--- src/verilog/spi_dma_pkg.sv ---
// Shared widths, AXI response code, register map enum and SPI engine state enum
package spi_dma_pkg;

    // AXI4-Lite bus widths
    localparam int axil_addr_w = 5;
    localparam int axil_data_w = 16;

    // SPI datapath widths
    localparam int byte_w    = 8;
    localparam int len_w     = 16;
    localparam int bit_cnt_w = 3;

    localparam logic [1:0] axil_resp_okay = 2'b00;

    // Register map, byte addresses on the AXI side
    typedef enum logic [axil_addr_w-1:0] {
        addr_data_in   = 5'h00,
        addr_valid_in  = 5'h02,
        addr_ready_out = 5'h04,
        addr_data_out  = 5'h06,
        addr_valid_out = 5'h08,
        addr_ready_in  = 5'h0A,
        addr_start     = 5'h0C,
        addr_length    = 5'h0E,
        addr_busy      = 5'h10,
        addr_done      = 5'h12
    } reg_addr_e;

    // Byte engine sequence
    typedef enum logic [2:0] {
        st_idle   = 3'd0,
        st_load   = 3'd1,
        st_shift  = 3'd2,
        st_store  = 3'd3,
        st_finish = 3'd4
    } spi_state_e;

endpackage
--- src/verilog/spi_dma_bridge.sv ---
// Top level of the AXI4-Lite SPI master with byte handshake registers
`timescale 1ns/1ps

module spi_dma_bridge
    import spi_dma_pkg::*;
(
    input  logic                   S_AXI_ACLK,
    input  logic                   S_AXI_ARESETN,

    input  logic [axil_addr_w-1:0] S_AXI_AWADDR,
    input  logic                   S_AXI_AWVALID,
    output logic                   S_AXI_AWREADY,
    input  logic [axil_data_w-1:0] S_AXI_WDATA,
    input  logic                   S_AXI_WVALID,
    output logic                   S_AXI_WREADY,
    output logic [1:0]             S_AXI_BRESP,
    output logic                   S_AXI_BVALID,
    input  logic                   S_AXI_BREADY,

    input  logic [axil_addr_w-1:0] S_AXI_ARADDR,
    input  logic                   S_AXI_ARVALID,
    output logic                   S_AXI_ARREADY,
    output logic [axil_data_w-1:0] S_AXI_RDATA,
    output logic [1:0]             S_AXI_RRESP,
    output logic                   S_AXI_RVALID,
    input  logic                   S_AXI_RREADY,

    output logic                   sclk,
    output logic                   cs_n,
    output logic                   mosi,
    input  logic                   miso
);

    logic                   wr_en;
    reg_addr_e              wr_addr;
    logic [axil_data_w-1:0] wr_data;
    logic                   rd_en;
    reg_addr_e              rd_addr;
    logic [axil_data_w-1:0] rd_data;

    logic                   start;
    logic [len_w-1:0]       length;
    logic [byte_w-1:0]      tx_byte;
    logic                   tx_valid;
    logic                   rx_ready;
    logic                   tx_ready;
    logic [byte_w-1:0]      rx_byte;
    logic                   rx_valid;
    logic                   busy;
    logic                   done;

    axil_slave_port u_axil_slave_port (
        .S_AXI_ACLK    (S_AXI_ACLK),
        .S_AXI_ARESETN (S_AXI_ARESETN),
        .S_AXI_AWADDR  (S_AXI_AWADDR),
        .S_AXI_AWVALID (S_AXI_AWVALID),
        .S_AXI_AWREADY (S_AXI_AWREADY),
        .S_AXI_WDATA   (S_AXI_WDATA),
        .S_AXI_WVALID  (S_AXI_WVALID),
        .S_AXI_WREADY  (S_AXI_WREADY),
        .S_AXI_BRESP   (S_AXI_BRESP),
        .S_AXI_BVALID  (S_AXI_BVALID),
        .S_AXI_BREADY  (S_AXI_BREADY),
        .S_AXI_ARADDR  (S_AXI_ARADDR),
        .S_AXI_ARVALID (S_AXI_ARVALID),
        .S_AXI_ARREADY (S_AXI_ARREADY),
        .S_AXI_RDATA   (S_AXI_RDATA),
        .S_AXI_RRESP   (S_AXI_RRESP),
        .S_AXI_RVALID  (S_AXI_RVALID),
        .S_AXI_RREADY  (S_AXI_RREADY),
        .wr_en         (wr_en),
        .wr_addr       (wr_addr),
        .wr_data       (wr_data),
        .rd_en         (rd_en),
        .rd_addr       (rd_addr),
        .rd_data       (rd_data)
    );

    spi_dma_regs u_spi_dma_regs (
        .S_AXI_ACLK    (S_AXI_ACLK),
        .S_AXI_ARESETN (S_AXI_ARESETN),
        .wr_en         (wr_en),
        .wr_addr       (wr_addr),
        .wr_data       (wr_data),
        .rd_en         (rd_en),
        .rd_addr       (rd_addr),
        .rd_data       (rd_data),
        .start         (start),
        .length        (length),
        .tx_byte       (tx_byte),
        .tx_valid      (tx_valid),
        .rx_ready      (rx_ready),
        .tx_ready      (tx_ready),
        .rx_byte       (rx_byte),
        .rx_valid      (rx_valid),
        .busy          (busy),
        .done          (done)
    );

    spi_byte_engine u_spi_byte_engine (
        .S_AXI_ACLK    (S_AXI_ACLK),
        .S_AXI_ARESETN (S_AXI_ARESETN),
        .start         (start),
        .length        (length),
        .tx_byte       (tx_byte),
        .tx_valid      (tx_valid),
        .rx_ready      (rx_ready),
        .tx_ready      (tx_ready),
        .rx_byte       (rx_byte),
        .rx_valid      (rx_valid),
        .busy          (busy),
        .done          (done),
        .sclk          (sclk),
        .cs_n          (cs_n),
        .mosi          (mosi),
        .miso          (miso)
    );

endmodule

--- src/verilog/spi_byte_engine.sv ---
// SPI mode 0 byte engine with transfer FSM, sclk generation, shift registers and counters
`timescale 1ns/1ps

module spi_byte_engine
    import spi_dma_pkg::*;
(
    input  logic                S_AXI_ACLK,
    input  logic                S_AXI_ARESETN,

    input  logic                start,
    input  logic [len_w-1:0]    length,
    input  logic [byte_w-1:0]   tx_byte,
    input  logic                tx_valid,
    input  logic                rx_ready,

    output logic                tx_ready,
    output logic [byte_w-1:0]   rx_byte,
    output logic                rx_valid,
    output logic                busy,
    output logic                done,

    output logic                sclk,
    output logic                cs_n,
    output logic                mosi,
    input  logic                miso
);

    spi_state_e           state;
    logic [byte_w-1:0]    tx_sr;
    logic [byte_w-1:0]    rx_sr;
    logic [bit_cnt_w-1:0] bit_cnt;
    logic [len_w-1:0]     byte_cnt;

    // MSB first
    assign mosi = tx_sr[byte_w-1];

    always_ff @(posedge S_AXI_ACLK or negedge S_AXI_ARESETN) begin
        if (!S_AXI_ARESETN) begin
            state    <= st_idle;
            tx_sr    <= '0;
            bit_cnt  <= '0;
            byte_cnt <= '0;
            rx_byte  <= '0;
            sclk     <= 1'b0;
            cs_n     <= 1'b1;
            tx_ready <= 1'b0;
            rx_valid <= 1'b0;
            busy     <= 1'b0;
            done     <= 1'b0;
        end else begin
            case (state)
                st_idle: begin
                    // Zero length start is ignored, done stays as it was
                    if (start && (length != '0)) begin
                        byte_cnt <= length;
                        cs_n     <= 1'b0;
                        busy     <= 1'b1;
                        tx_ready <= 1'b1;
                        done     <= 1'b0;
                        state    <= st_load;
                    end
                end
                st_load: begin
                    if (tx_valid) begin
                        tx_sr    <= tx_byte;
                        bit_cnt  <= bit_cnt_w'(byte_w - 1);
                        tx_ready <= 1'b0;
                        state    <= st_shift;
                    end
                end
                st_shift: begin
                    sclk <= !sclk;
                    // Falling phase, advance to next bit
                    if (sclk) begin
                        tx_sr <= {tx_sr[byte_w-2:0], 1'b0};
                        if (bit_cnt == '0) begin
                            rx_byte  <= rx_sr;
                            rx_valid <= 1'b1;
                            state    <= st_store;
                        end else begin
                            bit_cnt <= bit_cnt - 1'b1;
                        end
                    end
                end
                st_store: begin
                    if (rx_ready) begin
                        rx_valid <= 1'b0;
                        byte_cnt <= byte_cnt - 1'b1;
                        if (byte_cnt == len_w'(1)) begin
                            state <= st_finish;
                        end else begin
                            tx_ready <= 1'b1;
                            state    <= st_load;
                        end
                    end
                end
                st_finish: begin
                    cs_n  <= 1'b1;
                    busy  <= 1'b0;
                    done  <= 1'b1;
                    state <= st_idle;
                end
                default: begin
                    state <= st_idle;
                end
            endcase
        end
    end

    // Rising phase sample, the edge that drives sclk high
    always_ff @(posedge S_AXI_ACLK) begin
        if ((state == st_shift) && !sclk) begin
            rx_sr <= {rx_sr[byte_w-2:0], miso};
        end
    end

endmodule

--- src/verilog/spi_dma_regs.sv ---
// Control register write decode, start and valid pulses, status read multiplexer
`timescale 1ns/1ps

module spi_dma_regs
    import spi_dma_pkg::*;
(
    input  logic                   S_AXI_ACLK,
    input  logic                   S_AXI_ARESETN,

    input  logic                   wr_en,
    input  reg_addr_e              wr_addr,
    input  logic [axil_data_w-1:0] wr_data,
    input  logic                   rd_en,
    input  reg_addr_e              rd_addr,
    output logic [axil_data_w-1:0] rd_data,

    output logic                   start,
    output logic [len_w-1:0]       length,
    output logic [byte_w-1:0]      tx_byte,
    output logic                   tx_valid,
    output logic                   rx_ready,

    input  logic                   tx_ready,
    input  logic [byte_w-1:0]      rx_byte,
    input  logic                   rx_valid,
    input  logic                   busy,
    input  logic                   done
);

    // Pulses last one cycle after the commit
    always_ff @(posedge S_AXI_ACLK or negedge S_AXI_ARESETN) begin
        if (!S_AXI_ARESETN) begin
            start    <= 1'b0;
            tx_valid <= 1'b0;
            rx_ready <= 1'b0;
            length   <= '0;
        end else begin
            start    <= wr_en && (wr_addr == addr_start) && wr_data[0];
            tx_valid <= wr_en && (wr_addr == addr_valid_in) && wr_data[0];
            if (wr_en && (wr_addr == addr_ready_in)) begin
                rx_ready <= wr_data[0];
            end
            if (wr_en && (wr_addr == addr_length)) begin
                length <= wr_data[len_w-1:0];
            end
        end
    end

    // Transmit byte holding register
    always_ff @(posedge S_AXI_ACLK) begin
        if (wr_en && (wr_addr == addr_data_in)) begin
            tx_byte <= wr_data[byte_w-1:0];
        end
    end

    // Status is zero extended, write-only and unmapped addresses read zero
    always_comb begin
        rd_data = '0;
        if (rd_en) begin
            case (rd_addr)
                addr_ready_out: rd_data = axil_data_w'(tx_ready);
                addr_data_out:  rd_data = axil_data_w'(rx_byte);
                addr_valid_out: rd_data = axil_data_w'(rx_valid);
                addr_length:    rd_data = axil_data_w'(length);
                addr_busy:      rd_data = axil_data_w'(busy);
                addr_done:      rd_data = axil_data_w'(done);
                default:        rd_data = '0;
            endcase
        end
    end

endmodule

--- src/verilog/axil_slave_port.sv ---
// AXI4-Lite slave channel handshakes, register write strobe and read data return
`timescale 1ns/1ps

module axil_slave_port
    import spi_dma_pkg::*;
(
    input  logic                   S_AXI_ACLK,
    input  logic                   S_AXI_ARESETN,

    input  logic [axil_addr_w-1:0] S_AXI_AWADDR,
    input  logic                   S_AXI_AWVALID,
    output logic                   S_AXI_AWREADY,
    input  logic [axil_data_w-1:0] S_AXI_WDATA,
    input  logic                   S_AXI_WVALID,
    output logic                   S_AXI_WREADY,
    output logic [1:0]             S_AXI_BRESP,
    output logic                   S_AXI_BVALID,
    input  logic                   S_AXI_BREADY,

    input  logic [axil_addr_w-1:0] S_AXI_ARADDR,
    input  logic                   S_AXI_ARVALID,
    output logic                   S_AXI_ARREADY,
    output logic [axil_data_w-1:0] S_AXI_RDATA,
    output logic [1:0]             S_AXI_RRESP,
    output logic                   S_AXI_RVALID,
    input  logic                   S_AXI_RREADY,

    output logic                   wr_en,
    output reg_addr_e              wr_addr,
    output logic [axil_data_w-1:0] wr_data,
    output logic                   rd_en,
    output reg_addr_e              rd_addr,
    input  logic [axil_data_w-1:0] rd_data
);

    logic aw_ready_q;
    logic ar_ready_q;

    // Address and data accepted together, one cycle wide
    always_ff @(posedge S_AXI_ACLK or negedge S_AXI_ARESETN) begin
        if (!S_AXI_ARESETN) begin
            aw_ready_q <= 1'b0;
        end else begin
            aw_ready_q <= !aw_ready_q && S_AXI_AWVALID && S_AXI_WVALID && !S_AXI_BVALID;
        end
    end

    assign S_AXI_AWREADY = aw_ready_q;
    assign S_AXI_WREADY  = aw_ready_q;

    // Commit strobe toward the register block
    assign wr_en   = aw_ready_q && S_AXI_AWVALID && S_AXI_WVALID;
    assign wr_addr = reg_addr_e'(S_AXI_AWADDR);
    assign wr_data = S_AXI_WDATA;

    always_ff @(posedge S_AXI_ACLK or negedge S_AXI_ARESETN) begin
        if (!S_AXI_ARESETN) begin
            S_AXI_BVALID <= 1'b0;
        end else if (wr_en) begin
            S_AXI_BVALID <= 1'b1;
        end else if (S_AXI_BREADY) begin
            S_AXI_BVALID <= 1'b0;
        end
    end

    assign S_AXI_BRESP = axil_resp_okay;

    // Blocked while a read response is still pending
    always_ff @(posedge S_AXI_ACLK or negedge S_AXI_ARESETN) begin
        if (!S_AXI_ARESETN) begin
            ar_ready_q <= 1'b0;
        end else begin
            ar_ready_q <= !ar_ready_q && S_AXI_ARVALID && !S_AXI_RVALID;
        end
    end

    assign S_AXI_ARREADY = ar_ready_q;
    assign rd_en         = ar_ready_q && S_AXI_ARVALID;
    assign rd_addr       = reg_addr_e'(S_AXI_ARADDR);

    always_ff @(posedge S_AXI_ACLK or negedge S_AXI_ARESETN) begin
        if (!S_AXI_ARESETN) begin
            S_AXI_RVALID <= 1'b0;
        end else if (rd_en) begin
            S_AXI_RVALID <= 1'b1;
        end else if (S_AXI_RREADY) begin
            S_AXI_RVALID <= 1'b0;
        end
    end

    // Read data captured with the address handshake
    always_ff @(posedge S_AXI_ACLK) begin
        if (rd_en) begin
            S_AXI_RDATA <= rd_data;
        end
    end

    assign S_AXI_RRESP = axil_resp_okay;

endmodule

--- config.mk ---
export PLATFORM = sky130hd
export DESIGN_NAME = spi_dma_bridge
export DESIGN_NICKNAME = d
export VERILOG_FILES = /design/src/verilog/spi_dma_pkg.sv /design/src/verilog/spi_dma_bridge.sv /design/src/verilog/spi_byte_engine.sv /design/src/verilog/spi_dma_regs.sv /design/src/verilog/axil_slave_port.sv
export SDC_FILE = /design/constraint.sdc
export NUM_CORES = 1
export LEC_CHECK = 0
export ABC_AREA = 0
export BUFFER_PORTS_ARGS = -buffer_cell sky130_fd_sc_hd__buf_2
export CAP_MARGIN = 10
export CORE_MARGIN = 10
export CORE_UTILIZATION = 57
export CTS_CLUSTER_SIZE = 25
export DETAILED_ROUTE_END_ITERATION = 8
export PLACE_DENSITY = 0.89
export SLEW_MARGIN = 5
export SYNTH_ARGS = -nofsm -noshare
export SYNTH_HDL_FRONTEND = slang
export SYNTH_SLANG_ARGS = --single-unit
--- constraint.sdc ---
create_clock -name S_AXI_ACLK -period 2.6 [get_ports S_AXI_ACLK]
set_clock_uncertainty 0.15 [all_clocks]
set_input_delay 0.39 -clock S_AXI_ACLK [delete_from_list [all_inputs] [get_ports S_AXI_ACLK]]
set_output_delay 0.39 -clock S_AXI_ACLK [all_outputs]
set_load 0.02 [all_outputs]
# Word level (Yosys, flattened, before mapping)
# Index checks and enable logic that the tools add are counted.
dict set report word_totals {
  input_bits 34
  reg_bits 99
  out_inout_bits 28
  word_cells 121
}
dict set report op_classes {
  n_eq_ne 22
  n_mux 34
  add_sub_neg 2
  n_reduce_logical 41
}
# cell count
set ops {}
lappend ops {{case mux 16 bit (6 select lines)} 1}
lappend ops {{two-way mux 16 bit} 2}
lappend ops {{case mux 16 bit (2 select lines)} 1}
lappend ops {{two-way mux 3 bit} 9}
lappend ops {{== test 5 x 4 -> 1 bit (second input constant)} 5}
lappend ops {{logical AND 1 bit} 17}
lappend ops {{== test 16 x 1 -> 1 bit (second input constant)} 1}
lappend ops {{two-way mux 8 bit} 2}
lappend ops {{case mux 8 bit (2 select lines)} 1}
lappend ops {{nonzero test 16 bit} 1}
lappend ops {{subtractor 16 x 1 -> 16 bit (second input constant)} 1}
lappend ops {{two-way mux 1 bit} 12}
lappend ops {{case mux 3 bit (4 select lines)} 1}
lappend ops {{nonzero test 2 bit} 6}
lappend ops {{== test 5 x 3 -> 1 bit (second input constant)} 2}
lappend ops {{== test 5 bit (second input constant)} 2}
lappend ops {{AND reduction 5 bit} 2}
lappend ops {{AND reduction 3 bit} 3}
lappend ops {{!= test 2 bit (second input constant)} 4}
lappend ops {{AND reduction 4 bit} 2}
lappend ops {{== test 3 x 2 -> 1 bit (second input constant)} 2}
lappend ops {{logical NOT 3 bit} 2}
lappend ops {{!= test 2 x 1 -> 1 bit (second input constant)} 3}
lappend ops {{case mux 1 bit (2 select lines)} 3}
lappend ops {{other kinds (10)} 14}

# Depth between registers and ports, before layout
dict set report logic_depth {
  depth_word 4
  mapped_depth 8
  mapped_depth_nobuf 6
}

# Cells and area by module
# From an unflattened synthesis, not the netlist that was laid out.
dict set report hier_totals {
  cells_unflattened 426
  hier_area_um2 4785.8
}
# mod seq_area_each_um2 area_each_um2 cells_per_inst n_inst
set modules_own_cells {}
lappend modules_own_cells {spi_byte_engine 1342.5 2615.0 272 1}
lappend modules_own_cells {spi_dma_regs 715.7 1295.0 93 1}
lappend modules_own_cells {axil_slave_port 580.6 875.8 61 1}

# Worst setup path before layout
# No wires, ideal clock.
dict set report synth_timing {
  path_kind {register -> register}
  startpoint {reg u_axil_slave_port.aw_ready_q, in the netlist u_axil_slave_port.S_AXI_AWREADY}
  endpoint {reg u_spi_dma_regs.tx_byte[0] (enable)}
  path_buffers 0
  setup_ns 0.398
  t_arrival_ns 1.710
  stages_incl_launch_ff 4
  period_less_slack_ns 2.258
  setup_slack_ns 0.342
  cell_sequence {dfrtp_1 > nand4b_1 > nor2_1 > nor4b_1}
}
dict set report synth_between {
  elab_chain_len 3
}
# element line_no
set synth_rtl {}
lappend synth_rtl {{start: declaration} axil_slave_port.sv:36} ;# logic aw_ready_q;
lappend synth_rtl {{start signal: assignment} axil_slave_port.sv:44} ;# aw_ready_q <= !aw_ready_q && S_AXI_AWVALID && S_AXI_WVALID && !S_AXI_BVALID;
lappend synth_rtl {{logical AND 1 bit (2 in a row)} axil_slave_port.sv:52} ;# assign wr_en = aw_ready_q && S_AXI_AWVALID && S_AXI_WVALID;
lappend synth_rtl {{logical AND 1 bit} spi_dma_regs.sv:51} ;# if (wr_en && (wr_addr == addr_data_in)) begin
lappend synth_rtl {{end signal: assignment} spi_dma_regs.sv:52} ;# tx_byte <= wr_data[byte_w-1:0];
lappend synth_rtl {{end: declaration} spi_dma_regs.sv:19} ;# output logic [byte_w-1:0] tx_byte,
# No other way between the ends.
# A chain may end at the register's enable or synchronous reset.

# Worst setup path after layout
dict set report layout_timing {
  startpoint {reg u_spi_dma_regs.length[11]}
  endpoint {reg u_spi_byte_engine.byte_cnt[0]}
}
dict set report layout_between {
  elab_chain_len 4
}
# element line_no
set layout_rtl {}
lappend layout_rtl {{start: declaration} spi_dma_regs.sv:18} ;# output logic [len_w-1:0] length,
lappend layout_rtl {{start signal: assignment} spi_dma_regs.sv:44} ;# length <= wr_data[len_w-1:0];
lappend layout_rtl {{nonzero test 16 bit} spi_byte_engine.sv:54} ;# if (start && (length != '0)) begin
lappend layout_rtl {{logical AND 1 bit} spi_byte_engine.sv:54}
lappend layout_rtl {{!= test 2 x 1 -> 1 bit (no source line)} -}
lappend layout_rtl {{AND reduction 3 bit (no source line)} -}
lappend layout_rtl {{end signal: assignment} spi_byte_engine.sv:55} ;# byte_cnt <= length;
lappend layout_rtl {{end signal: assignment} spi_byte_engine.sv:88} ;# byte_cnt <= byte_cnt - 1'b1;
lappend layout_rtl {{end: declaration} spi_byte_engine.sv:32} ;# logic [len_w-1:0] byte_cnt;
# No other way between the ends.

==> results.txt <==
status: completed
Layout area overhead: 14.29%
number of global-route vias before repair: 3228
Antenna Nets Post-Route: 0
final wirelength: 9.707 mm
VDD IR-drop max: 0.3496 mV
Cell Area, Synth: 4502 um^2
Max Root-Sink Buffers: 2
critical path capture point type: register
switch share: 24.01%
Async SR Flop Fraction: 67.68%
Synth Instances: 389
CP Max Fanout: 9
Setup violations, final: 0
worst-margin pin slew: 750.1 ps
Via density: 5.826
Slew HR: 49.99%
DRT iter0 DRCs: 244
sequential area share after synthesis: 58.62%
Placeable Area: 7687 um^2
Clock Latency Late Sink: 380 ps
EDFF count, synth: 32
initial antenna violation count: 0
die area: 11850 um^2
# clock sinks: 99
Tcrit/Tclk final: 85.00%
Worst Path Required: 2710 ps
min cycle time layout: 2210 ps
setup TNS: 0 ps
maximum operating frequency: 0.4525 GHz
RSZ-0062 raised after global routing: no
port bufs: 57
Hold Path Class: in2reg
htree depth: 3
Worst Hold Launch: miso
register bit total from synthesis: 99
Cell variety after synth: 56
first-pass iteration count of the detailed router: 4
pin count of the biggest net entering global routing: 27
Combinational Power Share: 6.5%
DR DRC count: 0
average cell area after synthesis: 11.57 um^2
ant diodes: 0
CP startpoint kind: register
max-slew violations: 0
total grt overflow: 0
first-pass GRT wire length: 16.08 mm
P per Cell Area: 559.6 nW/um^2
Die H: 108.9 um
worst hold slack: 40.47 ps
CP Class: reg2reg
Yosys Warn Count: 0
Hold Violations, Final: 0
# rows: 32
CTS buffer count: 9
CTS root buf: clkbuf_8
Int Power: 2.188 mW
Initial Util: 58.56%
sequential share of power: 57.6%
Die Width: 108.9 um
number of I/O pins: 62
routability cong.: 0.9506
ys flop type: dfrtp_1
Static Leak: 2.333 nW
Critical Path Start: u_spi_dma_regs.length[11]
P_sw: 0.6914 mW
critical register-to-register path startpoint: u_spi_dma_regs.length[11]
Clock Power Share: 35.9%
max cap viols: 0
share of cells above drive strength 1: 26.91%
Reg clk slew, reported paths: 100 ps
GRT Resource Usage Total: 17.22%
via count: 3257
Critical Path AT: 2320 ps
WL/cell: 17.36 um
TritonCTS clock tree: done
nets: 490
post-detail-place hpwl: 7.044 mm
## synthesized netlist by cell type (all sizes together), types with 7 or more instances
| master | count | area share [%] |
|---|---|---|
| a21oi | 27 | 3.1 |
| and2 | 10 | 1.4 |
| buf | 14 | 1.8 |
| clkbuf | 7 | 0.58 |
| dfrtp | 66 | 37 |
| edfxtp | 32 | 21 |
| inv | 16 | 1.3 |
| mux2 | 27 | 6.8 |
| mux2i | 15 | 3.3 |
| nand2 | 20 | 1.7 |
| nand3 | 11 | 1.5 |
| nor2 | 42 | 3.5 |
| nor3 | 9 | 1.0 |
| nor4 | 7 | 1.3 |
| o21ai | 21 | 2.3 |
## routing by layer
metal  track usage [%]  vias up  routed length [um]
li1                  -     1526                   -
met1             21.16     1588                3943
met2             28.75      128                4887
met3             4.012       15                 721
met4             6.874        0                 155
met5                 0        -                   0
## registers in the layout, summed over array words and instances, names as in the netlist
name	cells
u_spi_dma_regs.tx_byte	8
u_spi_dma_regs.tx_valid	1
u_spi_byte_engine.bit_cnt	3
u_axil_slave_port.S_AXI_ARREADY	1
u_spi_byte_engine.sclk	1
u_spi_byte_engine.cs_n	1
u_spi_byte_engine.busy	1
u_spi_byte_engine.byte_cnt	16
u_spi_dma_regs.length	16
u_axil_slave_port.S_AXI_AWREADY	1
u_spi_dma_regs.rx_ready	1
u_spi_byte_engine.state	3
u_axil_slave_port.S_AXI_RDATA	16
u_spi_byte_engine.done	1
u_axil_slave_port.S_AXI_RVALID	1
u_spi_byte_engine.tx_ready	1
u_spi_byte_engine.rx_valid	1
u_spi_byte_engine.rx_byte	8
u_spi_byte_engine.rx_sr	8
u_axil_slave_port.S_AXI_BVALID	1
u_spi_dma_regs.start	1
u_spi_byte_engine.tx_sr	8
## power groups by stage
stage / clock (mW) / sequential, mW / combinational, mW
final: 1.03 / 1.66 / 0.186
after global routing: 1.11 / 1.66 / 0.204
after detailed placement: 0 / 1.69 / 0.186
after floorplan: 0 / 1.71 / 0.0770
after global placement: 0 / 1.69 / 0.181
after CTS: 1.05 / 1.66 / 0.188
## critical path: stages (launching register included)
cell,delay (ps)
dfrtp_1,420
nor4_1,460
nand4_1,270
a21oi_1,240
buf_4,190
nor3_1,60
a311o_1,300
## area by class of cell
type	instances	area, um^2
clock buffers	10	137.6
clock inverters	6	71.32
fillers	557	2542
inverters	16	60.06
multi-input cells	256	1712
flip-flops and latches	99	2639
well taps	102	127.6
repair buffers	70	397.9
## placed cells by master (no fill, tap or decap), drive strengths merged, types with 4 or more instances in the layout
cell	n
a21oi	27
a22oi	4
a31oi	4
and2	10
buf	69
clkbuf	10
conb	4
dfrtp	66
edfxtp	32
ha	4
inv	19
mux2	27
mux2i	15
nand2	20
nand3	11
nor2	42
nor3	9
nor4	7
nor4b	4
o21ai	21
o22a	4
## repair_timing
action / CTS / global route
resized for setup: 0 / 0
endpoints found under the hold margin: 21 / 0
hold buffers: 1 / 0
setup buffers: 0 / 0
## path summary, 6_finish.rpt
check                                             endpoint  slack (ps)  cells past startpoint
setup / recovery             u_spi_byte_engine.byte_cnt[0]         390                      6
hold / removal                  u_spi_byte_engine.rx_sr[0]          40                      1
setup reg to reg             u_spi_byte_engine.byte_cnt[0]         390                      6
hold reg to reg            u_axil_slave_port.S_AXI_ARREADY         300                      1
max in group asynchronous     u_spi_byte_engine.rx_byte[3]        1290                      3
min in group asynchronous  u_axil_slave_port.S_AXI_ARREADY         410                      2
## stage by stage
step / setup WS [ps] / area, um^2 / instances / power [mW] / util [%]
after floorplan: 342.3 / 4513 / 392 / 1.783 / -
after global placement: 470.5 / 4926 / 542 / 1.871 / 64.08
after detailed placement: 445.1 / 4926 / 542 / 1.877 / 64.08
after CTS: 412.8 / 5145 / 559 / 2.893 / 66.93
after global routing: 288.7 / 5145 / 559 / 2.975 / 66.93
final: 390.0 / 5145 / 559 / 2.879 / 66.93
## logic make-up (layout without fill, tap and decap cells)
kind of cell / Yosys count / in the layout / share of synthesized area (%)
buffers and inverters: 37 / 102 / 3.752
and+or+nand+nor: 124 / 124 / 14.70
adders and majority gates: 4 / 4 / 1.112
other: 1 / 4 / 0.08330
muxes: 42 / 42 / 10.09
xor gates and xnor gates: 1 / 1 / 0.1946
AOI/OAI and AO/OA: 81 / 81 / 11.45
DFF: 99 / 99 / 58.62
Note: power is estimated with default switching activity, not from simulation.
